### src/rtl/div_op_pkg.sv
`default_nettype none

package div_op_pkg;

  // ============================================================
  // one-hot operation codes, one bit per RV64M divide op
  // ============================================================
  typedef logic [7:0] op_t;

  localparam op_t OP_DIV   = 8'b1000_0000; // signed, 64-bit
  localparam op_t OP_DIVU  = 8'b0100_0000; // unsigned, 64-bit
  localparam op_t OP_DIVUW = 8'b0010_0000; // unsigned, word
  localparam op_t OP_DIVW  = 8'b0001_0000; // signed, word
  localparam op_t OP_REM   = 8'b0000_1000; // signed, 64-bit
  localparam op_t OP_REMU  = 8'b0000_0100; // unsigned, 64-bit
  localparam op_t OP_REMUW = 8'b0000_0010; // unsigned, word
  localparam op_t OP_REMW  = 8'b0000_0001; // signed, word

  // divide core FSM
  typedef enum logic [1:0] {
    IDLE,
    RUN,
    HOLD
  } state_e;

  // ============================================================
  // operation class decode
  // ============================================================
  function automatic logic op_is_signed(input op_t op);
    return |(op & (OP_DIV | OP_DIVW | OP_REM | OP_REMW));
  endfunction

  function automatic logic op_is_word(input op_t op);
    return |(op & (OP_DIVUW | OP_DIVW | OP_REMUW | OP_REMW));
  endfunction

  function automatic logic op_is_rem(input op_t op);
    return |(op & (OP_REM | OP_REMU | OP_REMUW | OP_REMW));
  endfunction

endpackage

`default_nettype wire

### src/rtl/div_data_pkg.sv
`default_nettype none

package div_data_pkg;

  // ============================================================
  // data widths
  // ============================================================
  localparam int XLEN = 64;
  localparam int WLEN = 32; // word ops

  typedef logic [XLEN-1:0]   xlen_t; // operand, quotient, remainder
  typedef logic [WLEN-1:0]   word_t;
  typedef logic [2*XLEN-1:0] wide_t; // {remainder, quotient}
  typedef logic [6:0]        iter_t; // holds up to 64

  // iteration counts per operand width
  localparam iter_t ITER_D = iter_t'(XLEN);
  localparam iter_t ITER_W = iter_t'(WLEN);

  // most-negative values for the overflow check
  localparam xlen_t INT_MIN   = {1'b1, {(XLEN-1){1'b0}}};
  localparam word_t INT_MIN_W = {1'b1, {(WLEN-1){1'b0}}};

endpackage

`default_nettype wire

### src/rtl/div_operand_prep.sv
`timescale 1ns/1ns
`default_nettype none

module div_operand_prep (
  input  div_op_pkg::op_t     op_i,
  input  div_data_pkg::xlen_t dividend_i,
  input  div_data_pkg::xlen_t divisor_i,
  output logic                op_ok_o,
  output logic                excp_o,
  output div_data_pkg::xlen_t excp_value_o,
  output div_data_pkg::xlen_t init_o,
  output div_data_pkg::xlen_t divisor_o,
  output div_data_pkg::iter_t iter_o,
  output logic                q_neg_o,
  output logic                r_neg_o
);

  logic                is_signed;
  logic                is_word;
  logic                is_rem;
  div_data_pkg::word_t dvd_lo;
  div_data_pkg::word_t dvs_lo;
  div_data_pkg::xlen_t dvd_sext;
  div_data_pkg::xlen_t dvs_sext;
  div_data_pkg::xlen_t dvd_src;
  div_data_pkg::xlen_t dvs_src;
  div_data_pkg::xlen_t dvd_abs;
  div_data_pkg::xlen_t dvs_abs;
  div_data_pkg::xlen_t dvd_res;
  logic                dvd_neg;
  logic                dvs_neg;
  logic                div_zero;
  logic                div_of;

  // ============================================================
  // operation class
  // ============================================================
  assign is_signed = div_op_pkg::op_is_signed(op_i);
  assign is_word   = div_op_pkg::op_is_word(op_i);
  assign is_rem    = div_op_pkg::op_is_rem(op_i);
  assign op_ok_o   = $onehot(op_i); // any one-hot code is a valid op

  // ============================================================
  // operand forming
  // ============================================================
  assign dvd_lo   = dividend_i[31:0];
  assign dvs_lo   = divisor_i[31:0];
  assign dvd_sext = {{32{dvd_lo[31]}}, dvd_lo};
  assign dvs_sext = {{32{dvs_lo[31]}}, dvs_lo};

  // unsigned word ops see zero-extended operands
  assign dvd_src = !is_word ? dividend_i : (is_signed ? dvd_sext : {32'd0, dvd_lo});
  assign dvs_src = !is_word ? divisor_i  : (is_signed ? dvs_sext : {32'd0, dvs_lo});

  assign dvd_neg = is_signed & dvd_src[63];
  assign dvs_neg = is_signed & dvs_src[63];

  assign dvd_abs = dvd_neg ? (~dvd_src + 64'd1) : dvd_src; // two's complement
  assign dvs_abs = dvs_neg ? (~dvs_src + 64'd1) : dvs_src;

  // word dividend sits in the top half so 32 shifts consume it
  assign init_o    = is_word ? {dvd_abs[31:0], 32'd0} : dvd_abs;
  assign divisor_o = dvs_abs;
  assign iter_o    = is_word ? div_data_pkg::ITER_W : div_data_pkg::ITER_D;

  assign q_neg_o = dvd_neg ^ dvs_neg;
  assign r_neg_o = dvd_neg; // remainder follows the dividend

  // ============================================================
  // divide-by-zero and signed overflow
  // ============================================================
  assign div_zero = is_word ? (dvs_lo == '0) : (divisor_i == '0);

  assign div_of = is_signed &
                  (is_word ? ((dvd_lo == div_data_pkg::INT_MIN_W) && (&dvs_lo))
                           : ((dividend_i == div_data_pkg::INT_MIN) && (&divisor_i)));

  assign excp_o  = op_ok_o & (div_zero | div_of);
  assign dvd_res = is_word ? dvd_sext : dividend_i;

  always_comb begin
    if (div_zero) begin
      excp_value_o = is_rem ? dvd_res : '1; // all ones for divides
    end else if (div_of) begin
      excp_value_o = is_rem ? '0 : dvd_res;
    end else begin
      excp_value_o = '0;
    end
  end

endmodule

`default_nettype wire

### src/rtl/div_restoring_core.sv
`timescale 1ns/1ns
`default_nettype none

module div_restoring_core (
  input  logic                clk,
  input  logic                rst_n,
  input  logic                start_i,
  input  logic                op_ok_i,
  input  logic                excp_i,
  input  div_data_pkg::xlen_t excp_value_i,
  input  div_data_pkg::xlen_t init_i,
  input  div_data_pkg::xlen_t divisor_i,
  input  div_data_pkg::iter_t iter_i,
  input  logic                q_neg_i,
  input  logic                r_neg_i,
  input  div_op_pkg::op_t     op_i,
  input  logic                ready_i,
  output div_data_pkg::xlen_t quotient_o,
  output div_data_pkg::xlen_t remainder_o,
  output logic                q_neg_o,
  output logic                r_neg_o,
  output div_op_pkg::op_t     op_o,
  output logic                excp_o,
  output logic                busy_o,
  output logic                done_o
);

  div_op_pkg::state_e  state_q;
  div_op_pkg::state_e  state_d;
  div_data_pkg::iter_t cnt_q;
  div_data_pkg::iter_t cnt_d;
  div_op_pkg::op_t     op_q;
  div_op_pkg::op_t     op_d;
  logic                q_neg_q;
  logic                q_neg_d;
  logic                r_neg_q;
  logic                r_neg_d;
  logic                excp_q;
  logic                excp_d;
  div_data_pkg::wide_t acc_q;
  div_data_pkg::wide_t acc_d;
  div_data_pkg::xlen_t dvs_q;
  div_data_pkg::xlen_t dvs_d;
  logic [64:0]         part; // shifted remainder with carry bit
  logic [64:0]         diff; // top bit set on borrow
  logic                accept;

  // ============================================================
  // shift-subtract step
  // ============================================================
  assign part   = acc_q[127:63];
  assign diff   = part - {1'b0, dvs_q};
  assign accept = (state_q == div_op_pkg::IDLE) & start_i & op_ok_i;

  always_comb begin
    state_d = state_q;
    cnt_d   = cnt_q;
    op_d    = op_q;
    q_neg_d = q_neg_q;
    r_neg_d = r_neg_q;
    excp_d  = excp_q;
    acc_d   = acc_q;
    dvs_d   = dvs_q;
    case (state_q)
      div_op_pkg::IDLE: begin
        if (accept) begin
          op_d    = op_i;
          q_neg_d = q_neg_i;
          r_neg_d = r_neg_i;
          excp_d  = excp_i;
          if (excp_i) begin
            acc_d   = {64'd0, excp_value_i}; // fixed result without iterations
            state_d = div_op_pkg::HOLD;
          end else begin
            acc_d   = {64'd0, init_i};
            dvs_d   = divisor_i;
            cnt_d   = iter_i;
            state_d = div_op_pkg::RUN;
          end
        end
      end
      div_op_pkg::RUN: begin
        if (cnt_q == '0) begin
          state_d = div_op_pkg::HOLD; // closing cycle
        end else begin
          cnt_d = cnt_q - 7'd1;
          if (diff[64]) begin
            acc_d = {part[63:0], acc_q[62:0], 1'b0}; // restore
          end else begin
            acc_d = {diff[63:0], acc_q[62:0], 1'b1};
          end
        end
      end
      div_op_pkg::HOLD: begin
        if (ready_i) begin
          state_d = div_op_pkg::IDLE;
        end
      end
      default: begin
        state_d = div_op_pkg::IDLE;
      end
    endcase
  end

  // ============================================================
  // registers
  // ============================================================
  always_ff @(posedge clk) begin
    if (rst_n) begin
      state_q <= div_op_pkg::IDLE;
      cnt_q   <= '0;
      op_q    <= '0;
      q_neg_q <= 1'b0;
      r_neg_q <= 1'b0;
      excp_q  <= 1'b0;
    end else begin
      state_q <= state_d;
      cnt_q   <= cnt_d;
      op_q    <= op_d;
      q_neg_q <= q_neg_d;
      r_neg_q <= r_neg_d;
      excp_q  <= excp_d;
    end
  end

  always_ff @(posedge clk) begin
    acc_q <= acc_d;
    dvs_q <= dvs_d;
  end

  assign quotient_o  = acc_q[63:0];
  assign remainder_o = acc_q[127:64];
  assign q_neg_o     = q_neg_q;
  assign r_neg_o     = r_neg_q;
  assign op_o        = op_q;
  assign excp_o      = excp_q;
  assign busy_o      = accept | (state_q == div_op_pkg::RUN);
  assign done_o      = (state_q == div_op_pkg::HOLD);

endmodule

`default_nettype wire

### src/rtl/div_result_sel.sv
`timescale 1ns/1ns
`default_nettype none

module div_result_sel (
  input  div_op_pkg::op_t     op_i,
  input  div_data_pkg::xlen_t quotient_i,
  input  div_data_pkg::xlen_t remainder_i,
  input  logic                q_neg_i,
  input  logic                r_neg_i,
  input  logic                excp_i,
  input  logic                done_i,
  output div_data_pkg::xlen_t result_o
);

  div_data_pkg::xlen_t q_fix;
  div_data_pkg::xlen_t r_fix;
  div_data_pkg::xlen_t q_word;
  div_data_pkg::xlen_t r_word;
  div_data_pkg::xlen_t sel;

  // ============================================================
  // sign restore
  // ============================================================
  assign q_fix = q_neg_i ? (~quotient_i + 64'd1) : quotient_i;
  assign r_fix = r_neg_i ? (~remainder_i + 64'd1) : remainder_i;

  // word results take bit 31 as sign
  assign q_word = {{32{q_fix[31]}}, q_fix[31:0]};
  assign r_word = {{32{r_fix[31]}}, r_fix[31:0]};

  // ============================================================
  // lookup keyed by the latched op
  // ============================================================
  always_comb begin
    case (op_i)
      div_op_pkg::OP_DIV:   sel = q_fix;
      div_op_pkg::OP_DIVU:  sel = q_fix;  // sign flag clear
      div_op_pkg::OP_DIVUW: sel = q_word;
      div_op_pkg::OP_DIVW:  sel = q_word;
      div_op_pkg::OP_REM:   sel = r_fix;
      div_op_pkg::OP_REMU:  sel = r_fix;
      div_op_pkg::OP_REMUW: sel = r_word;
      div_op_pkg::OP_REMW:  sel = r_word;
      default:              sel = '0;
    endcase
  end

  // exception value already sits in the quotient half, final form
  assign result_o = !done_i ? '0 : (excp_i ? quotient_i : sel);

endmodule

`default_nettype wire

### src/rtl/div_unit.sv
`timescale 1ns/1ns
`default_nettype none

module div_unit (
  input  logic                clk,
  input  logic                rst_n,
  input  logic                start_i,
  input  div_op_pkg::op_t     op_i,
  input  div_data_pkg::xlen_t dividend_i,
  input  div_data_pkg::xlen_t divisor_i,
  input  logic                ready_i,
  output div_data_pkg::xlen_t result_o,
  output logic                busy_o,
  output logic                done_o
);

  // prep to core
  logic                prep_op_ok;
  logic                prep_excp;
  div_data_pkg::xlen_t prep_excp_value;
  div_data_pkg::xlen_t prep_init;
  div_data_pkg::xlen_t prep_divisor;
  div_data_pkg::iter_t prep_iter;
  logic                prep_q_neg;
  logic                prep_r_neg;

  // core to result stage
  div_data_pkg::xlen_t core_quotient;
  div_data_pkg::xlen_t core_remainder;
  logic                core_q_neg;
  logic                core_r_neg;
  div_op_pkg::op_t     core_op;
  logic                core_excp;

  // ============================================================
  // datapath
  // ============================================================
  div_operand_prep u_prep (
    .op_i         (op_i),
    .dividend_i   (dividend_i),
    .divisor_i    (divisor_i),
    .op_ok_o      (prep_op_ok),
    .excp_o       (prep_excp),
    .excp_value_o (prep_excp_value),
    .init_o       (prep_init),
    .divisor_o    (prep_divisor),
    .iter_o       (prep_iter),
    .q_neg_o      (prep_q_neg),
    .r_neg_o      (prep_r_neg)
  );

  div_restoring_core u_core (
    .clk          (clk),
    .rst_n        (rst_n),
    .start_i      (start_i),
    .op_ok_i      (prep_op_ok),
    .excp_i       (prep_excp),
    .excp_value_i (prep_excp_value),
    .init_i       (prep_init),
    .divisor_i    (prep_divisor),
    .iter_i       (prep_iter),
    .q_neg_i      (prep_q_neg),
    .r_neg_i      (prep_r_neg),
    .op_i         (op_i),
    .ready_i      (ready_i),
    .quotient_o   (core_quotient),
    .remainder_o  (core_remainder),
    .q_neg_o      (core_q_neg),
    .r_neg_o      (core_r_neg),
    .op_o         (core_op),
    .excp_o       (core_excp),
    .busy_o       (busy_o),
    .done_o       (done_o)
  );

  div_result_sel u_sel (
    .op_i         (core_op),
    .quotient_i   (core_quotient),
    .remainder_i  (core_remainder),
    .q_neg_i      (core_q_neg),
    .r_neg_i      (core_r_neg),
    .excp_i       (core_excp),
    .done_i       (done_o),
    .result_o     (result_o)
  );

endmodule

`default_nettype wire

### config.mk
export PLATFORM = sky130hd
export DESIGN_NAME = div_unit
export DESIGN_NICKNAME = d
export VERILOG_FILES = /design/src/rtl/div_op_pkg.sv /design/src/rtl/div_data_pkg.sv /design/src/rtl/div_operand_prep.sv /design/src/rtl/div_restoring_core.sv /design/src/rtl/div_result_sel.sv /design/src/rtl/div_unit.sv
export SDC_FILE = /design/constraint.sdc
export NUM_CORES = 1
export LEC_CHECK = 0
export BUFFER_PORTS_ARGS = -buffer_cell sky130_fd_sc_hd__buf_2
export CORE_ASPECT_RATIO = 0.75
export CORE_MARGIN = 3
export CORE_UTILIZATION = 50
export CTS_CLUSTER_SIZE = 10
export DETAILED_ROUTE_END_ITERATION = 10
export GPL_ROUTABILITY_DRIVEN = 0
export PLACE_DENSITY = 0.69
export SYNTH_ARGS = -nofsm -noshare
export SYNTH_HDL_FRONTEND = slang
export SYNTH_SLANG_ARGS = --single-unit
### constraint.sdc
create_clock -name clk -period 13.85 [get_ports clk]
set_input_delay 3.4625 -clock clk [delete_from_list [all_inputs] [get_ports clk]]
set_output_delay 3.4625 -clock clk [all_outputs]
set_load 0.01 [all_outputs]
==> results <==
- The run finished with clean final reports.
- The number of antenna repair diodes is 0.
- The number of buffers between clock root and the deepest sink is 3.
- The final worst setup slack is approximately 2.7 ns.
- The top achievable clock speed is ~0.090 GHz.
- The cell at the root of the clock tree is sky130_fd_sc_hd__clkbuf_16.
- In the synthesized netlist, the cells that appear most often are sky130_fd_sc_hd__nand2_1, sky130_fd_sc_hd__a21oi_1, sky130_fd_sc_hd__nor2_1, sky130_fd_sc_hd__o21ai_0, sky130_fd_sc_hd__edfxtp_1.
- The post-layout instance count excluding filler cells is 3,491.
- In this run, the number of DRC markers left after iteration 0 of detailed routing was approximately 3,700.
- The fraction of layout cells with a size suffix above 1 is 0.109.
- After synthesis the netlist holds a flip-flop and latch count of ~210.
- Sorting the synthesized cells by area gives the leading types as sky130_fd_sc_hd__edfxtp_1, sky130_fd_sc_hd__a21oi_1, sky130_fd_sc_hd__nand2_1, sky130_fd_sc_hd__xnor2_1, sky130_fd_sc_hd__xor2_1.
- In this run, synthesis inferred roughly 190 flip-flops with an integrated enable.
- The share of power burned in registers is 0.327.
- The type of the most critical hold path is reg2reg.
- The detailed router placed about 24,000 vias in this run.
- The number of antenna violations at the first check in global routing is 4.
- The switching power summed over all nets is 1.38 mW.
- The number of buffers inserted by port buffering is ~200.
- The total number of yosys warnings is 0.
- The CTS tree is yes.
- The category of the most critical setup path is in2out.
- The final clock period utilization by the worst path is 0.807.
- The wire length of the first global-routing pass is around 120 mm.
- Summed over all cells, the static leakage comes to between 8 and 9 nW.
- The total number of placement rows is 65.
- The largest driver fanout on the critical path is 14.
- The most common cell in the synthesized netlist is sky130_fd_sc_hd__nand2_1.
- In this run the power density over the cells is about 130 nW/um^2.
- Subtracting the final worst setup slack from the clock period gives ~11 ns.
- The cell area that synthesis handed to floorplanning was about 22,000 sq um.
- At the pin with the least slew margin, the transition time is about 1.5 ns.
- The clock drives 212 sinks.
- The flip-flop cell with the highest count after synthesis is sky130_fd_sc_hd__edfxtp_1.
- The remaining global-route overflow is 0.
- Buffers inserted during clock tree synthesis total 26.
- The net count of the finished layout is about 3,100.
- Summed over all instances, the cell type with the most area after synthesis is sky130_fd_sc_hd__edfxtp_1.
- The final hold violation count is 0.
- The number of placed instances, taps included, is roughly 3,400.
- The worst setup path is captured at an output port.
- The tool flagged a number of max-cap violations equal to 0.
- STA puts the critical path data required time at a little over 10 ns.
- The number of filler instances in the final layout is between 3,000 and 4,000.
- The count of cells resized by post-cts repair is 0.
- The synthesized instance count is around 2,800.
- The category of the worst setup path launch point is an input pin.
- The global-route usage over all layers is 0.346.
- The area inside the core boundary is around 42,000 sq um.
- In this run the mean area of a mapped cell was between 7 and 8 sq um.
- The routed wire length per instance is between 20 and 25 um.
- The clock latency on the worst-skew pair is roughly 0.57 ns.
- The count of distinct cell types in the synthesized netlist is slightly below 80.
- The remaining max-slew budget at the tightest pin is 0.0195.
- The peak ir drop on the vdd network is approximately 100 uV.
- The net count of the mapped netlist is 3,054.
- The signal arrival time at the worst endpoint is a little under 8 ns.
- The detailed placer's ending HPWL is about 64 mm.
- Compared with the post-synthesis result, the final layout area differs by 9.69%.
- Of the total power, combinational logic draws 0.468.
- The share of async-settable or async-resettable flops after synthesis is 0.
- The die footprint is approximately 46,000 sq um.
- The switching share of power is 0.444.
- The tightest hold path in the finished design has a slack of approximately 0.51 ns.
- Setup repair after global routing left no endpoint under its margin.
- The clock share of power is 0.205.
- The DRC violation count after routing is 0.
- The count of hold buffers inserted by post-cts repair is 0.
- The via count of the first global-routing pass is approximately 21,000.
- The die is roughly 250 um wide.
- The final layout contains routed wiring with a total length of 82.6 mm.
- CTS built an H-tree with a depth of 1.
- Of the synthesized area, sequential elements account for 0.285.
- Measured along the y axis, the die boundary spans between 150 and 200 um.
- The clock transition at the registers of the reported paths is around 0.060 ns.
- The internal power is 1.73 mW.
- Setup violations remaining at the end of the flow were counted as 0.
- In this run the remaining antenna-violating nets after routing total 0.
- The number of vias per cell is 6.78.
- The largest clock skew in the final design is around 0.011 ns.
- The summed negative setup slack over all endpoints is 0 ns.
- The count of final max-slew check failures came to 0.
- The number of iterations in the first detailed-routing pass is 7.
- Entering global routing, the biggest net connects just over 80 pins.
- Once layout is complete, the utilization of the core stands at 0.559.
- The post-place setup slack is ~2.8 ns.
- The initial core utilization is 0.510.
- The area share of the leading cell type in the synthesized netlist is 0.267.
- Buffers added to address setup during post-CTS repair amount to 0.
- During I/O placement, the number of pins put on the boundary was approximately 200.
## cell usage in the layout, fill, tap and decap left out, types with 18 or more instances in the layout
cell type | synthesis | routed
sky130_fd_sc_hd__a211oi_1 | 40 | 40
sky130_fd_sc_hd__a21o_1 | 59 | 59
sky130_fd_sc_hd__a21oi_1 | 309 | 309
sky130_fd_sc_hd__a22oi_1 | 18 | 18
sky130_fd_sc_hd__a31oi_1 | 43 | 43
sky130_fd_sc_hd__and3_1 | 19 | 19
sky130_fd_sc_hd__buf_2 | 4 | 205
sky130_fd_sc_hd__buf_4 | 0 | 24
sky130_fd_sc_hd__clkbuf_16 | 0 | 27
sky130_fd_sc_hd__dfxtp_1 | 20 | 18
sky130_fd_sc_hd__edfxtp_1 | 192 | 192
sky130_fd_sc_hd__ha_1 | 80 | 80
sky130_fd_sc_hd__inv_1 | 124 | 124
sky130_fd_sc_hd__nand2_1 | 344 | 343
sky130_fd_sc_hd__nand2b_1 | 23 | 21
sky130_fd_sc_hd__nand3_1 | 57 | 57
sky130_fd_sc_hd__nand4_1 | 42 | 42
sky130_fd_sc_hd__nor2_1 | 246 | 245
sky130_fd_sc_hd__nor3_1 | 52 | 51
sky130_fd_sc_hd__nor4_1 | 51 | 49
sky130_fd_sc_hd__o211ai_1 | 33 | 33
sky130_fd_sc_hd__o21a_1 | 31 | 31
sky130_fd_sc_hd__o21ai_0 | 210 | 208
sky130_fd_sc_hd__o311ai_0 | 20 | 20
sky130_fd_sc_hd__o31ai_1 | 51 | 51
sky130_fd_sc_hd__o32ai_1 | 24 | 24
sky130_fd_sc_hd__o41ai_1 | 21 | 21
sky130_fd_sc_hd__or2_2 | 20 | 19
sky130_fd_sc_hd__or3_1 | 46 | 46
sky130_fd_sc_hd__or4_1 | 41 | 41
sky130_fd_sc_hd__xnor2_1 | 124 | 123
sky130_fd_sc_hd__xor2_1 | 123 | 122
## power groups by stage
stage / combinational [mW] / sequential, mW / clock [mW]
2_1_floorplan: 1.04 / 0.955 / 0
3_3_place_gp: 1.37 / 1.02 / 0
3_5_place_dp: 1.40 / 1.02 / 0
4_1_cts: 1.41 / 1.01 / 0.640
5_1_grt: 1.59 / 1.02 / 0.668
6_report: 1.45 / 1.01 / 0.638
## state kept, by name, indices dropped and copies added, names as in the netlist
signal,flops
u_core.q_neg_o,1
u_core.state_q,2
u_core.excp_o,1
u_core.dvs_q,64
u_core.r_neg_o,1
u_core.cnt_q,7
u_core.op_o,8
u_core.acc_q,128
## worst paths after layout
path	slack [ns]	from	depth (start not counted)	endpoint
worst min-delay path	0.51	u_core.op_o[1]	2	u_core.op_o[1]
worst min register to register	0.51	u_core.op_o[1]	2	u_core.op_o[1]
worst max register to register	8.35	u_core.acc_q[63]	15	u_core.acc_q[83]
worst max-delay path	2.68	op_i[4]	13	busy_o
## layout make-up
type                    instances  area [sq um]  area share
multi-input cells            2313         14400       0.606
clock buffers                  38           727      0.0307
clock inverters                 5          47.5     0.00201
inverters                     125           469      0.0198
well taps                     569           712      0.0300
repair buffers                229          1210      0.0509
flip-flops and latches        212          6170       0.260
## cells by family after synthesis
family | share of synthesized area
AO/OA/AOI/OAI | 0.288
buffers and inverters | 0.0530
adder cells (fa/ha/maj) | 0.0509
XOR/XNOR | 0.100
multiplexers | 0.00139
flip-flops | 0.285
AND/OR/NAND/NOR | 0.221
## metal layers
metal	vias to the layer above	routed length (um)	global-route usage
li1	10663	-	-
met1	11102	34300	0.512
met2	1703	32700	0.473
met3	185	13100	0.122
met4	2	2450	0.0869
met5	-	13	0
## metrics by stage
step	area (sq um)	power [mW]
2_1_floorplan	21600	2.00
3_3_place_gp	22900	2.38
3_5_place_dp	22900	2.42
4_1_cts	23700	3.05
5_1_grt	23700	3.28
6_report	23700	3.11
## critical path: stages
cell and delay [ns]:
sky130_fd_sc_hd__buf_2 0.14, sky130_fd_sc_hd__inv_1 0.06, sky130_fd_sc_hd__ha_1 0.27, sky130_fd_sc_hd__inv_1 0.05
sky130_fd_sc_hd__fa_1 0.44, sky130_fd_sc_hd__fa_1 0.53, sky130_fd_sc_hd__inv_1 0.05, sky130_fd_sc_hd__ha_1 0.20
sky130_fd_sc_hd__fa_1 0.44, sky130_fd_sc_hd__nor4b_1 1.02, sky130_fd_sc_hd__nand3_1 0.68, sky130_fd_sc_hd__nand2_1 0.21
sky130_fd_sc_hd__buf_2 0.15
Note: power is estimated with default switching activity, not from simulation.
